--- src/include/voters.svh ---
`ifndef VOTERS_SVH
`define VOTERS_SVH

// Bitwise majority of three packed copies
`define VOTE3_MAJ(vote_in) \
    ((vote_in[0] & vote_in[1]) | (vote_in[0] & vote_in[2]) | (vote_in[1] & vote_in[2]))

// Whole-value majority of three enum copies
// Falls back to copy 1 when copy 0 is the odd one out
`define VOTE3_PICK(vote_in) \
    (((vote_in[0] == vote_in[1]) || (vote_in[0] == vote_in[2])) ? vote_in[0] : vote_in[1])

// Three copies in, one voted value out
`define VOTE3to1(vote_in, vote_out) \
    vote_out = `VOTE3_MAJ(vote_in)

// Three copies in, three voted copies out (vectors)
`define VOTE3to3(vote_in, vote_out) \
    vote_out[0] = `VOTE3_MAJ(vote_in); \
    vote_out[1] = `VOTE3_MAJ(vote_in); \
    vote_out[2] = `VOTE3_MAJ(vote_in)

// Three copies in, three voted copies out (enums)
`define VOTE3to3ENUM(vote_in, vote_out) \
    vote_out[0] = `VOTE3_PICK(vote_in); \
    vote_out[1] = `VOTE3_PICK(vote_in); \
    vote_out[2] = `VOTE3_PICK(vote_in)

`endif

--- src/design/dmr_cfg_pkg.sv ---
`default_nettype none

package dmr_cfg_pkg;

    // Copy ID width, four IDs are plenty for a strictly in-order pipeline
    localparam int unsigned IdSize = 2;
    localparam int unsigned NumIds = 1 << IdSize;

    // Voted state copies, the voter macros are written for exactly three
    localparam int unsigned NumReplicas = 3;

    // Issue phases of the start stage
    localparam logic [1:0] IssIdle  = 2'd0;
    localparam logic [1:0] IssLoad  = 2'd1;
    localparam logic [1:0] IssCopyA = 2'd2;
    localparam logic [1:0] IssCopyB = 2'd3;

    // Checker state, waiting for a first copy or holding one
    typedef enum logic {
        IDLE       = 1'b0,
        HAVE_FIRST = 1'b1
    } chk_state_e;

endpackage

`default_nettype wire

--- src/design/dmr_data_pkg.sv ---
`default_nettype none

package dmr_data_pkg;

    // Operand and result widths
    localparam int unsigned OpWidth  = 16;
    localparam int unsigned ResWidth = 32;

    // One operand set for a * b + c
    typedef struct packed {
        logic [OpWidth-1:0] a;
        logic [OpWidth-1:0] b;
        logic [OpWidth-1:0] c;
    } operands_t;

    // Result word, wraps modulo 2^32
    typedef logic [ResWidth-1:0] result_t;

endpackage

`default_nettype wire

--- src/design/time_dmr_start.sv ---
`timescale 1ns/1ps
`default_nettype none

`include "voters.svh"

module time_dmr_start #(
    parameter type data_t = logic
) (
    input  logic                            clk_i,
    input  logic                            rst_ni,
    input  logic                            enable_i,
    // Upstream
    input  data_t                           data_i,
    input  logic                            valid_i,
    output logic                            ready_o,
    // Downstream
    output data_t                           data_o,
    output logic [dmr_cfg_pkg::IdSize-1:0]  id_o,
    output logic                            valid_o,
    input  logic                            ready_i,
    // Direct link to the checker
    output logic [dmr_cfg_pkg::IdSize-1:0]  next_id_o
);

    //////////////////////////////////////////////////////////////////////
    // Triplicated issue phase and ID counter

    logic [dmr_cfg_pkg::NumReplicas-1:0][1:0]                     cnt_q, cnt_v, cnt_d;
    logic [dmr_cfg_pkg::NumReplicas-1:0][dmr_cfg_pkg::IdSize-1:0] id_q, id_v, id_d;
    logic [1:0]                                                   cnt_cur;
    logic [dmr_cfg_pkg::IdSize-1:0]                               id_cur;
    data_t                                                        data_q;

    for (genvar r = 0; r < dmr_cfg_pkg::NumReplicas; r++) begin : gen_issue
        always_comb begin
            cnt_v[r] = cnt_q[r];
            id_v[r]  = id_q[r];
            case (cnt_q[r])
                // Take a new set
                dmr_cfg_pkg::IssIdle: begin
                    if (valid_i) begin
                        cnt_v[r] = dmr_cfg_pkg::IssLoad;
                    end
                end
                // One cycle to fill the output register
                dmr_cfg_pkg::IssLoad: begin
                    cnt_v[r] = dmr_cfg_pkg::IssCopyA;
                end
                dmr_cfg_pkg::IssCopyA: begin
                    if (ready_i) begin
                        if (enable_i) begin
                            cnt_v[r] = dmr_cfg_pkg::IssCopyB;
                        end else begin
                            // Single pass, the set is done
                            cnt_v[r] = dmr_cfg_pkg::IssIdle;
                            id_v[r]  = id_q[r] + 1'b1;
                        end
                    end
                end
                default: begin
                    // Second copy leaves, move to the next ID
                    if (ready_i) begin
                        cnt_v[r] = dmr_cfg_pkg::IssIdle;
                        id_v[r]  = id_q[r] + 1'b1;
                    end
                end
            endcase
        end
    end

    always_comb begin : vote_comb
        `VOTE3to3(cnt_v, cnt_d);
        `VOTE3to3(id_v, id_d);
        `VOTE3to1(cnt_q, cnt_cur);
        `VOTE3to1(id_q, id_cur);
    end

    always_ff @(posedge clk_i or negedge rst_ni) begin : state_ff
        if (!rst_ni) begin
            cnt_q <= '0;
            id_q  <= '0;
        end else begin
            cnt_q <= cnt_d;
            id_q  <= id_d;
        end
    end

    // Operand set held for both copies
    always_ff @(posedge clk_i) begin : data_ff
        if (valid_i && ready_o) begin
            data_q <= data_i;
        end
    end

    //////////////////////////////////////////////////////////////////////
    // Outputs

    assign ready_o   = (cnt_cur == dmr_cfg_pkg::IssIdle);
    assign valid_o   = (cnt_cur == dmr_cfg_pkg::IssCopyA) || (cnt_cur == dmr_cfg_pkg::IssCopyB);
    assign data_o    = data_q;
    assign id_o      = id_cur;
    // Checker frees this ID ahead of its use
    assign next_id_o = id_cur + 1'b1;

    // Both copies must carry identical operands
    assert property (@(posedge clk_i) disable iff (!rst_ni)
        valid_o && !ready_i |=> valid_o && $stable(data_o));

endmodule

`default_nettype wire

--- src/design/mul_add_pipe.sv ---
`timescale 1ns/1ps
`default_nettype none

module mul_add_pipe (
    input  logic                            clk_i,
    input  logic                            rst_ni,
    // Upstream
    input  dmr_data_pkg::operands_t         ops_i,
    input  logic [dmr_cfg_pkg::IdSize-1:0]  id_i,
    input  logic                            valid_i,
    output logic                            ready_o,
    // Upset stand-in, flips result bit 0
    input  logic                            fault_i,
    // Downstream
    output dmr_data_pkg::result_t           res_o,
    output logic [dmr_cfg_pkg::IdSize-1:0]  id_o,
    output logic                            valid_o,
    input  logic                            ready_i
);

    logic                              s1_valid_q, s2_valid_q;
    dmr_data_pkg::result_t             s1_prod_q, s2_sum_q;
    logic [dmr_data_pkg::OpWidth-1:0]  s1_c_q;
    logic [dmr_cfg_pkg::IdSize-1:0]    s1_id_q, s2_id_q;
    logic                              stall;

    // Whole pipe freezes while the output waits
    assign stall   = s2_valid_q && !ready_i;
    assign ready_o = !stall;

    always_ff @(posedge clk_i or negedge rst_ni) begin : valid_ff
        if (!rst_ni) begin
            s1_valid_q <= 1'b0;
            s2_valid_q <= 1'b0;
        end else if (!stall) begin
            s1_valid_q <= valid_i;
            s2_valid_q <= s1_valid_q;
        end
    end

    always_ff @(posedge clk_i) begin : payload_ff
        // Stage 1 multiply
        if (!stall && valid_i) begin
            s1_prod_q <= dmr_data_pkg::result_t'(ops_i.a) * dmr_data_pkg::result_t'(ops_i.b);
            s1_c_q    <= ops_i.c;
            s1_id_q   <= id_i;
        end
        // Stage 2 add
        if (!stall && s1_valid_q) begin
            s2_sum_q <= s1_prod_q + dmr_data_pkg::result_t'(s1_c_q);
            s2_id_q  <= s1_id_q;
        end
    end

    assign res_o   = s2_sum_q ^ dmr_data_pkg::result_t'(fault_i);
    assign id_o    = s2_id_q;
    assign valid_o = s2_valid_q;

    // A held result stays in place
    assert property (@(posedge clk_i) disable iff (!rst_ni)
        valid_o && !ready_i |=> valid_o && $stable(id_o));

endmodule

`default_nettype wire

--- src/design/time_dmr_end.sv ---
`timescale 1ns/1ps
`default_nettype none

`include "voters.svh"

module time_dmr_end #(
    parameter type data_t = logic
) (
    input  logic                            clk_i,
    input  logic                            rst_ni,
    input  logic                            enable_i,
    // Direct link from the start stage
    input  logic [dmr_cfg_pkg::IdSize-1:0]  next_id_i,
    // Upstream
    input  data_t                           data_i,
    input  logic [dmr_cfg_pkg::IdSize-1:0]  id_i,
    input  logic                            valid_i,
    output logic                            ready_o,
    // Downstream
    output data_t                           data_o,
    output logic [dmr_cfg_pkg::IdSize-1:0]  id_o,
    output logic                            faulty_o,
    output logic                            valid_o,
    input  logic                            ready_i
);

    localparam int unsigned DataBits = $bits(data_t);

    //////////////////////////////////////////////////////////////////////
    // Triplicated checker state

    dmr_cfg_pkg::chk_state_e state_q [dmr_cfg_pkg::NumReplicas];
    dmr_cfg_pkg::chk_state_e state_v [dmr_cfg_pkg::NumReplicas];
    dmr_cfg_pkg::chk_state_e state_d [dmr_cfg_pkg::NumReplicas];

    // Stored first copy and its ID
    logic [dmr_cfg_pkg::NumReplicas-1:0][DataBits-1:0]            first_q, first_v, first_d;
    logic [dmr_cfg_pkg::NumReplicas-1:0][dmr_cfg_pkg::IdSize-1:0] id_q, id_v, id_d;
    // IDs already sent downstream
    logic [dmr_cfg_pkg::NumReplicas-1:0][dmr_cfg_pkg::NumIds-1:0] seen_q, seen_v, seen_d;

    // Per-copy handshake opinions, voted below
    logic [dmr_cfg_pkg::NumReplicas-1:0] valid_ov, ready_ov, faulty_ov;

    for (genvar r = 0; r < dmr_cfg_pkg::NumReplicas; r++) begin : gen_check
        always_comb begin
            logic match;

            first_v[r] = first_q[r];
            id_v[r]    = id_q[r];
            state_v[r] = state_q[r];
            seen_v[r]  = seen_q[r];

            // Start is about to reuse this ID
            seen_v[r][next_id_i] = 1'b0;

            // Second copy of the held set, not yet sent
            match = valid_i && (state_q[r] == dmr_cfg_pkg::HAVE_FIRST)
                    && (id_i == id_q[r]) && !seen_q[r][id_i];

            if (!enable_i) begin
                // Redundancy off, pass straight through
                valid_ov[r]  = valid_i;
                ready_ov[r]  = ready_i;
                faulty_ov[r] = 1'b0;
                state_v[r]   = dmr_cfg_pkg::IDLE;
            end else if (match) begin
                valid_ov[r]  = 1'b1;
                ready_ov[r]  = ready_i;
                faulty_ov[r] = (data_i != first_q[r]);
                if (ready_i) begin
                    state_v[r]        = dmr_cfg_pkg::IDLE;
                    seen_v[r][id_i]   = 1'b1;
                end
            end else begin
                // First copy or a stale duplicate, always taken
                valid_ov[r]  = 1'b0;
                ready_ov[r]  = 1'b1;
                faulty_ov[r] = 1'b0;
                if (valid_i && !seen_q[r][id_i]) begin
                    first_v[r] = data_i;
                    id_v[r]    = id_i;
                    state_v[r] = dmr_cfg_pkg::HAVE_FIRST;
                end
            end
        end
    end

    //////////////////////////////////////////////////////////////////////
    // Voting

    always_comb begin : vote_state_comb
        `VOTE3to3ENUM(state_v, state_d);
        `VOTE3to3(first_v, first_d);
        `VOTE3to3(id_v, id_d);
        `VOTE3to3(seen_v, seen_d);
    end

    always_comb begin : vote_out_comb
        `VOTE3to1(valid_ov, valid_o);
        `VOTE3to1(ready_ov, ready_o);
        `VOTE3to1(faulty_ov, faulty_o);
    end

    //////////////////////////////////////////////////////////////////////
    // Storage

    always_ff @(posedge clk_i or negedge rst_ni) begin : ctrl_ff
        if (!rst_ni) begin
            state_q <= '{default: dmr_cfg_pkg::IDLE};
            id_q    <= '0;
            seen_q  <= '0;
        end else begin
            state_q <= state_d;
            id_q    <= id_d;
            seen_q  <= seen_d;
        end
    end

    always_ff @(posedge clk_i) begin : first_ff
        first_q <= first_d;
    end

    // Presented result is the second copy
    assign data_o = data_i;
    assign id_o   = id_i;

    // Fault flag only ever rides on an output transfer
    assert property (@(posedge clk_i) disable iff (!rst_ni)
        faulty_o |-> valid_o);

endmodule

`default_nettype wire

--- src/design/dmr_mul_top.sv ---
`timescale 1ns/1ps
`default_nettype none

module dmr_mul_top (
    input  logic                              clk_i,
    input  logic                              rst_ni,
    input  logic                              enable_i,
    input  logic                              fault_i,
    // Operand input
    input  logic [dmr_data_pkg::OpWidth-1:0]  op_a_i,
    input  logic [dmr_data_pkg::OpWidth-1:0]  op_b_i,
    input  logic [dmr_data_pkg::OpWidth-1:0]  op_c_i,
    input  logic                              in_valid_i,
    output logic                              in_ready_o,
    // Result output
    output dmr_data_pkg::result_t             res_o,
    output logic                              faulty_o,
    output logic                              out_valid_o,
    input  logic                              out_ready_i
);

    dmr_data_pkg::operands_t         ops_in, ops_iss;
    logic [dmr_cfg_pkg::IdSize-1:0]  iss_id, pipe_id, next_id;
    logic                            iss_valid, iss_ready;
    dmr_data_pkg::result_t           pipe_res;
    logic                            pipe_valid, pipe_ready;

    assign ops_in.a = op_a_i;
    assign ops_in.b = op_b_i;
    assign ops_in.c = op_c_i;

    //////////////////////////////////////////////////////////////////////
    // Issue, compute, check

    time_dmr_start #(
        .data_t (dmr_data_pkg::operands_t)
    ) start_i (
        .clk_i     (clk_i),
        .rst_ni    (rst_ni),
        .enable_i  (enable_i),
        .data_i    (ops_in),
        .valid_i   (in_valid_i),
        .ready_o   (in_ready_o),
        .data_o    (ops_iss),
        .id_o      (iss_id),
        .valid_o   (iss_valid),
        .ready_i   (iss_ready),
        .next_id_o (next_id)
    );

    mul_add_pipe pipe_i (
        .clk_i   (clk_i),
        .rst_ni  (rst_ni),
        .ops_i   (ops_iss),
        .id_i    (iss_id),
        .valid_i (iss_valid),
        .ready_o (iss_ready),
        .fault_i (fault_i),
        .res_o   (pipe_res),
        .id_o    (pipe_id),
        .valid_o (pipe_valid),
        .ready_i (pipe_ready)
    );

    time_dmr_end #(
        .data_t (dmr_data_pkg::result_t)
    ) end_i (
        .clk_i     (clk_i),
        .rst_ni    (rst_ni),
        .enable_i  (enable_i),
        .next_id_i (next_id),
        .data_i    (pipe_res),
        .id_i      (pipe_id),
        .valid_i   (pipe_valid),
        .ready_o   (pipe_ready),
        .data_o    (res_o),
        .id_o      (),
        .faulty_o  (faulty_o),
        .valid_o   (out_valid_o),
        .ready_i   (out_ready_i)
    );

endmodule

`default_nettype wire

--- config.mk ---
export PLATFORM = sky130hd
export DESIGN_NAME = dmr_mul_top
export DESIGN_NICKNAME = d
export VERILOG_FILES = /design/src/design/dmr_cfg_pkg.sv /design/src/design/dmr_data_pkg.sv /design/src/design/time_dmr_start.sv /design/src/design/mul_add_pipe.sv /design/src/design/time_dmr_end.sv /design/src/design/dmr_mul_top.sv
export VERILOG_INCLUDE_DIRS = /design/src /design/src/include
export SDC_FILE = /design/constraint.sdc
export NUM_CORES = 1
export LEC_CHECK = 0
export BUFFER_PORTS_ARGS = -buffer_cell sky130_fd_sc_hd__buf_2
export CORE_MARGIN = 4
export CORE_UTILIZATION = 65
export DETAILED_ROUTE_END_ITERATION = 16
export PLACE_DENSITY = 0.95
export SLEW_MARGIN = 20
export SYNTH_ARGS = -nofsm -noshare
export SYNTH_HDL_FRONTEND = slang
export SYNTH_SLANG_ARGS = --single-unit
--- constraint.sdc ---
create_clock -name clk_i -period 12.7 [get_ports clk_i]
set_clock_uncertainty 0.1 [all_clocks]
set_input_delay 1.27 -clock clk_i [delete_from_list [all_inputs] [get_ports clk_i]]
set_output_delay 1.27 -clock clk_i [all_outputs]
set_load 0.05 [all_outputs]
-- Word-level counts from Yosys, hierarchy flattened
Index checks and enable logic that the tools add are counted.
- multiplexer cells: 34
- $add $sub $neg: 3
- magnitude comparators: 4
- eq/ne operators: 8
- reduce and logical (&&, ||, !) cells: 18
- bitwise operators: 25
- multiply operators: 1
- operators with widths (kind ; number):
    $mux 32 ; 3
    $or 32x32->32 ; 2
    $add 32x16->32 ; 1
    $and 32x32->32 ; 1
    $mul 16x16->32 ; 1
    $ne 32x32->1 ; 1
    $xor 32x1->32 ; 1
    $mux 2 ; 10
    $or 2x2->2 ; 10
    $mux 1 ; 13
    $mux 4 ; 3
    $or 4x4->4 ; 3
    $and 2x2->2 ; 5
    $logic_and 1x1->1 ; 10
    $and 4x4->4 ; 2
    $eq 2x2->1 const B ; 3
    $lt 2x3->1 const B ; 2
    $pmux 2 s3 ; 1
    $add 2x1->2 const B ; 2
    $demux 1 s2 ; 2
    $ge 2x1->1 const B ; 2
    $logic_not 2->1 ; 2
    $not 4->4 ; 1
    $pmux 2 s2 ; 1
    other kinds (9) ; 11
- register bits after elaboration: 177
- logic and storage cells: 109

-- Logic depth before layout (Yosys ltp)
- depth in word-level cells: 17
- mapped depth: 22
- mapped depth without buffers: 20

-- Modules after synthesis
Synthesis repeated with hierarchy kept, for this count alone.
- cell total of the unflattened synthesis: 1481
- area, all modules: 16066.7 um2
- modules (own cells, without submodules) (module ; cells each ; times used ; area an instance (um2) ; sequential area each (um2)):
    mul_add_pipe ; 1266 ; 1 ; 12459.4 ; 2572.5
    time_dmr_end ; 148 ; 1 ; 1960.6 ; 1136.1
    time_dmr_start ; 67 ; 1 ; 1646.6 ; 1541.5

-- Least setup slack after synthesis
Ideal clock, no wire load.
- path kind: flip-flop to flip-flop
- from: reg start_i.data_q, in the netlist start_i.data_o[17]
- to: reg pipe_i.s1_prod_q[29], data pin
- library setup time: 258 ps
- setup slack: 6700 ps
- path buffers: 2
- data arrival time: 5642 ps
- cell stages (with the launch flop): 21
- cells stage by stage: edfxtp_1 -> clkbuf_1 -> nand2_1 -> fa_1 -> fa_1 -> inv_1 -> fa_1 -> fa_1 -> fa_1 -> inv_1 -> fa_1 -> inv_1 -> ha_1 -> clkbuf_1 -> nand3_1 -> or4_1 -> nor3_1 -> o311ai_1 -> nand3_1 -> a31oi_1 -> xnor2_1
- longest elaborated chain between the ends: 1
- ends and longest elaborated chain (item ; line ; RTL):
    start: declaration ; time_dmr_start.sv:32 ; data_t data_q;
    start signal: assignment ; time_dmr_start.sv:91 ; data_q <= data_i;
    $mul 16x16->32 ; mul_add_pipe.sv:44 ; s1_prod_q <= dmr_data_pkg::result_t'(ops_i.a) * dmr_data_pkg::result_t'(ops_i.b);
    end signal: assignment ; mul_add_pipe.sv:44 ;
    end: declaration ; mul_add_pipe.sv:22 ; dmr_data_pkg::result_t s1_prod_q, s2_sum_q;
Every way passes these cells.
A chain may end at the register's enable or synchronous reset.

-- Worst setup path after layout
- from: reg start_i.data_q, in the netlist start_i.data_o[44]
- to: reg pipe_i.s1_prod_q[29], data pin
Same word-level chain as after synthesis.

==> flow_summary.json <==
{
  "ys_seq_elements": 177,
  "cts.htree.levels": 4,
  "status": "finished clean",
  "hold_ws_ns": 0.314,
  "rr_worst_depth": 18,
  "place_congestion": 0.962,
  "viasPerCell": 5.87,
  "syn-cell-area_um2": 15700,
  "min_period_over_period": 0.519,
  "cpPeakStageDelay_ns": 0.84,
  "hpwl_um": 26400,
  "die_width_um": 163,
  "cts_made_buffers": 17,
  "antenna_found_initial": 0,
  "multi_input_area_um2": 9130,
  "crit_path_end_kind": "flip-flop",
  "path_common_cell": "fa_1",
  "avgSynthCellArea_um2": 10.9,
  "startpoint_type": "flip-flop",
  "path_clk_slew_ns": 0.08,
  "grt-ovfl-total": 0,
  "io_pins": 89,
  "slew_violations": 0,
  "worstPathMaxFanout": 16,
  "yosys_warnings": 0,
  "drt_wl_total_um": 35900,
  "tightestPinTransition_ns": 0.752,
  "ys_top_cells_by_count": "239 x inv_1, 195 x fa_1, 179 x nand2_1",
  "cpMaxStageDelayCell": "edfxtp_1",
  "drv_cap": 0,
  "synthFlopType": "edfxtp_1",
  "yosys.area.top_type": "edfxtp_1",
  "synth.distinct_cells": 56,
  "arrival_ns": 6.67,
  "grt_pass1_wl_um": 58600,
  "relSlewSlack": 0.499,
  "setup.worst_path.class": "flip-flop to flip-flop",
  "yosysMostFrequentCell": "inv_1",
  "ff2ff_setup_slack_ns": 6.11,
  "synth_top_cell_area_share": 0.314,
  "n_antenna_cell": 0,
  "register_area_um2": 5250,
  "ant_nets": 0,
  "synth_edf_count": 164,
  "die_h_um": 163,
  "post-route-min-period_ns": 6.59,
  "grt_setup_unrepaired": "no",
  "cts.sink_count": 177,
  "postCtsSetupRepairBufs": 0,
  "cts_resized": 0,
  "vias": 10600,
  "max_freq_mhz": 152,
  "final_layout_size_suffix_gt1_frac": 0.0902,
  "timing.rr.end": "pipe_i.s1_prod_q[29]",
  "path_buf_inv": 3,
  "hp-class": "flip-flop to flip-flop",
  "hold_buffers": 0,
  "core.rowCount": 56,
  "first_iter_violations": 1102,
  "syn2layout_area_growth_pct": 6.94,
  "clock_latency_ns": 0.45,
  "ys_seq_area_frac": 0.335,
  "synthCells": 1438,
  "cts-root-buf": "clkbuf_16",
  "grt_usage": 0.283,
  "async_flop_share": 0.0734,
  "cp.required_ns": 12.78,
  "setup_tns_ns": 0,
  "drc": 0,
  "routedWlPerCell_um": 19.9,
  "cp_top_family": "adder cells",
  "core_um2": 23600,
  "holdCritStartpoint": "start_i.data_o[9]",
  "whs_path_depth": 0,
  "dieArea_um2": 26700,
  "grt_max_degree": 53,
  "netlist_top_cells_area": "edfxtp_1 31%, fa_1 25%, ha_1 9.9%",
  "cp_cell_sequence": "nand2_1 -> fa_1 -> fa_1 -> fa_1 -> inv_1 -> fa_1 -> fa_1 -> inv_1 -> fa_1 -> inv_1 -> ha_1 -> nand3_1 -> or4_1 -> nor3_1 -> o311ai_1 -> nand3_1 -> a31oi_1 -> xnor2_1",
  "r2r-start": "start_i.data_o[44]",
  "cts_tree": "done",
  "drt-pass1-iter-count": 5,
  "holdPathEnd": "pipe_i.s1_c_q[9]",
  "io_buffer_count": 88,
  "start_util": 0.663,
  "syn_nets": 1811,
  "cts_max_path_buffers": 2,
  "final_hold_viol_count": 0,
  "fin_nets": 1846,
  "setup_viol_count_final": 0,
  "fill_cells": 1524,
  "grt_pass1_vias": 11600
}
## through the flow
| stage | util | setup slack [ns] | cell area [um^2] | instances |
|---|---|---|---|---|
| global route | 0.710 | 5.87 | 16800 | 1805 |
| CTS | 0.710 | 6.14 | 16800 | 1805 |
| finish | 0.710 | 6.11 | 16800 | 1805 |
| floorplan | - | 6.70 | 15700 | 1438 |
| detailed placement | 0.683 | 6.24 | 16100 | 1773 |
| global placement | 0.683 | 6.39 | 16100 | 1773 |
## layout by cell type, fill, tap and decap left out, drive strengths merged, types with 2 or more instances in the layout
cell type / n
inv: 246
fa: 195
nand2: 179
edfxtp: 164
ha: 124
and2: 123
buf: 89
xor2: 60
a21oi: 43
xnor2: 34
nor2: 27
nand3: 26
o21ai: 21
clkbuf: 17
dfrtp: 13
a21o: 12
nor2b: 10
and3: 10
nor3: 9
nand4: 8
nor4: 8
a31oi: 7
nand2b: 6
o21a: 6
clkinv: 6
o211ai: 5
o22ai: 3
a211oi: 3
a22oi: 3
o21bai: 3
a311o: 2
a31o: 2
o32ai: 2
## metal layers
metal | share of wire | global-route usage | wire length (um)
met5 | 0 | 0 | 0
met3 | 0.084 | 0.0623 | 3020
met1 | 0.38 | 0.347 | 13600
met4 | 0.040 | 0.111 | 1450
met2 | 0.50 | 0.490 | 17800
## final cells by class
class                   count  area share
clock buffers              17      0.0254
clock inverters            15      0.0122
inverters                 239      0.0535
multi-input cells         949       0.545
flip-flops and latches    177       0.313
well taps                 319      0.0238
repair buffers             89      0.0267
## how the worst max path moves through the flow
stage,startpoint,to,depth (start not counted)
detailed placement,start_i.data_o[44],pipe_i.s1_prod_q[29],18
global placement,start_i.data_o[39],pipe_i.s1_prod_q[29],20
finish,start_i.data_o[44],pipe_i.s1_prod_q[29],18
CTS,start_i.data_o[44],pipe_i.s1_prod_q[29],18
floorplan,start_i.data_o[17],pipe_i.s1_prod_q[29],20
global route,start_i.data_o[42],pipe_i.s1_prod_q[29],18
## kinds of logic (layout without fill, tap and decap cells)
logic type      count (synthesis)  count (layout)  synth area share
mux                             2               2           0.00240
flops                         177             177             0.335
fa+ha+maj                     319             319             0.348
buf+inv                       312             360            0.0822
xor+xnor                       94              94            0.0526
simple gates                  414             414             0.131
compound gates                120             120            0.0484
Power is not shown: default switching activity piles up to over one toggle a cycle in this logic, so the estimate is an artifact.
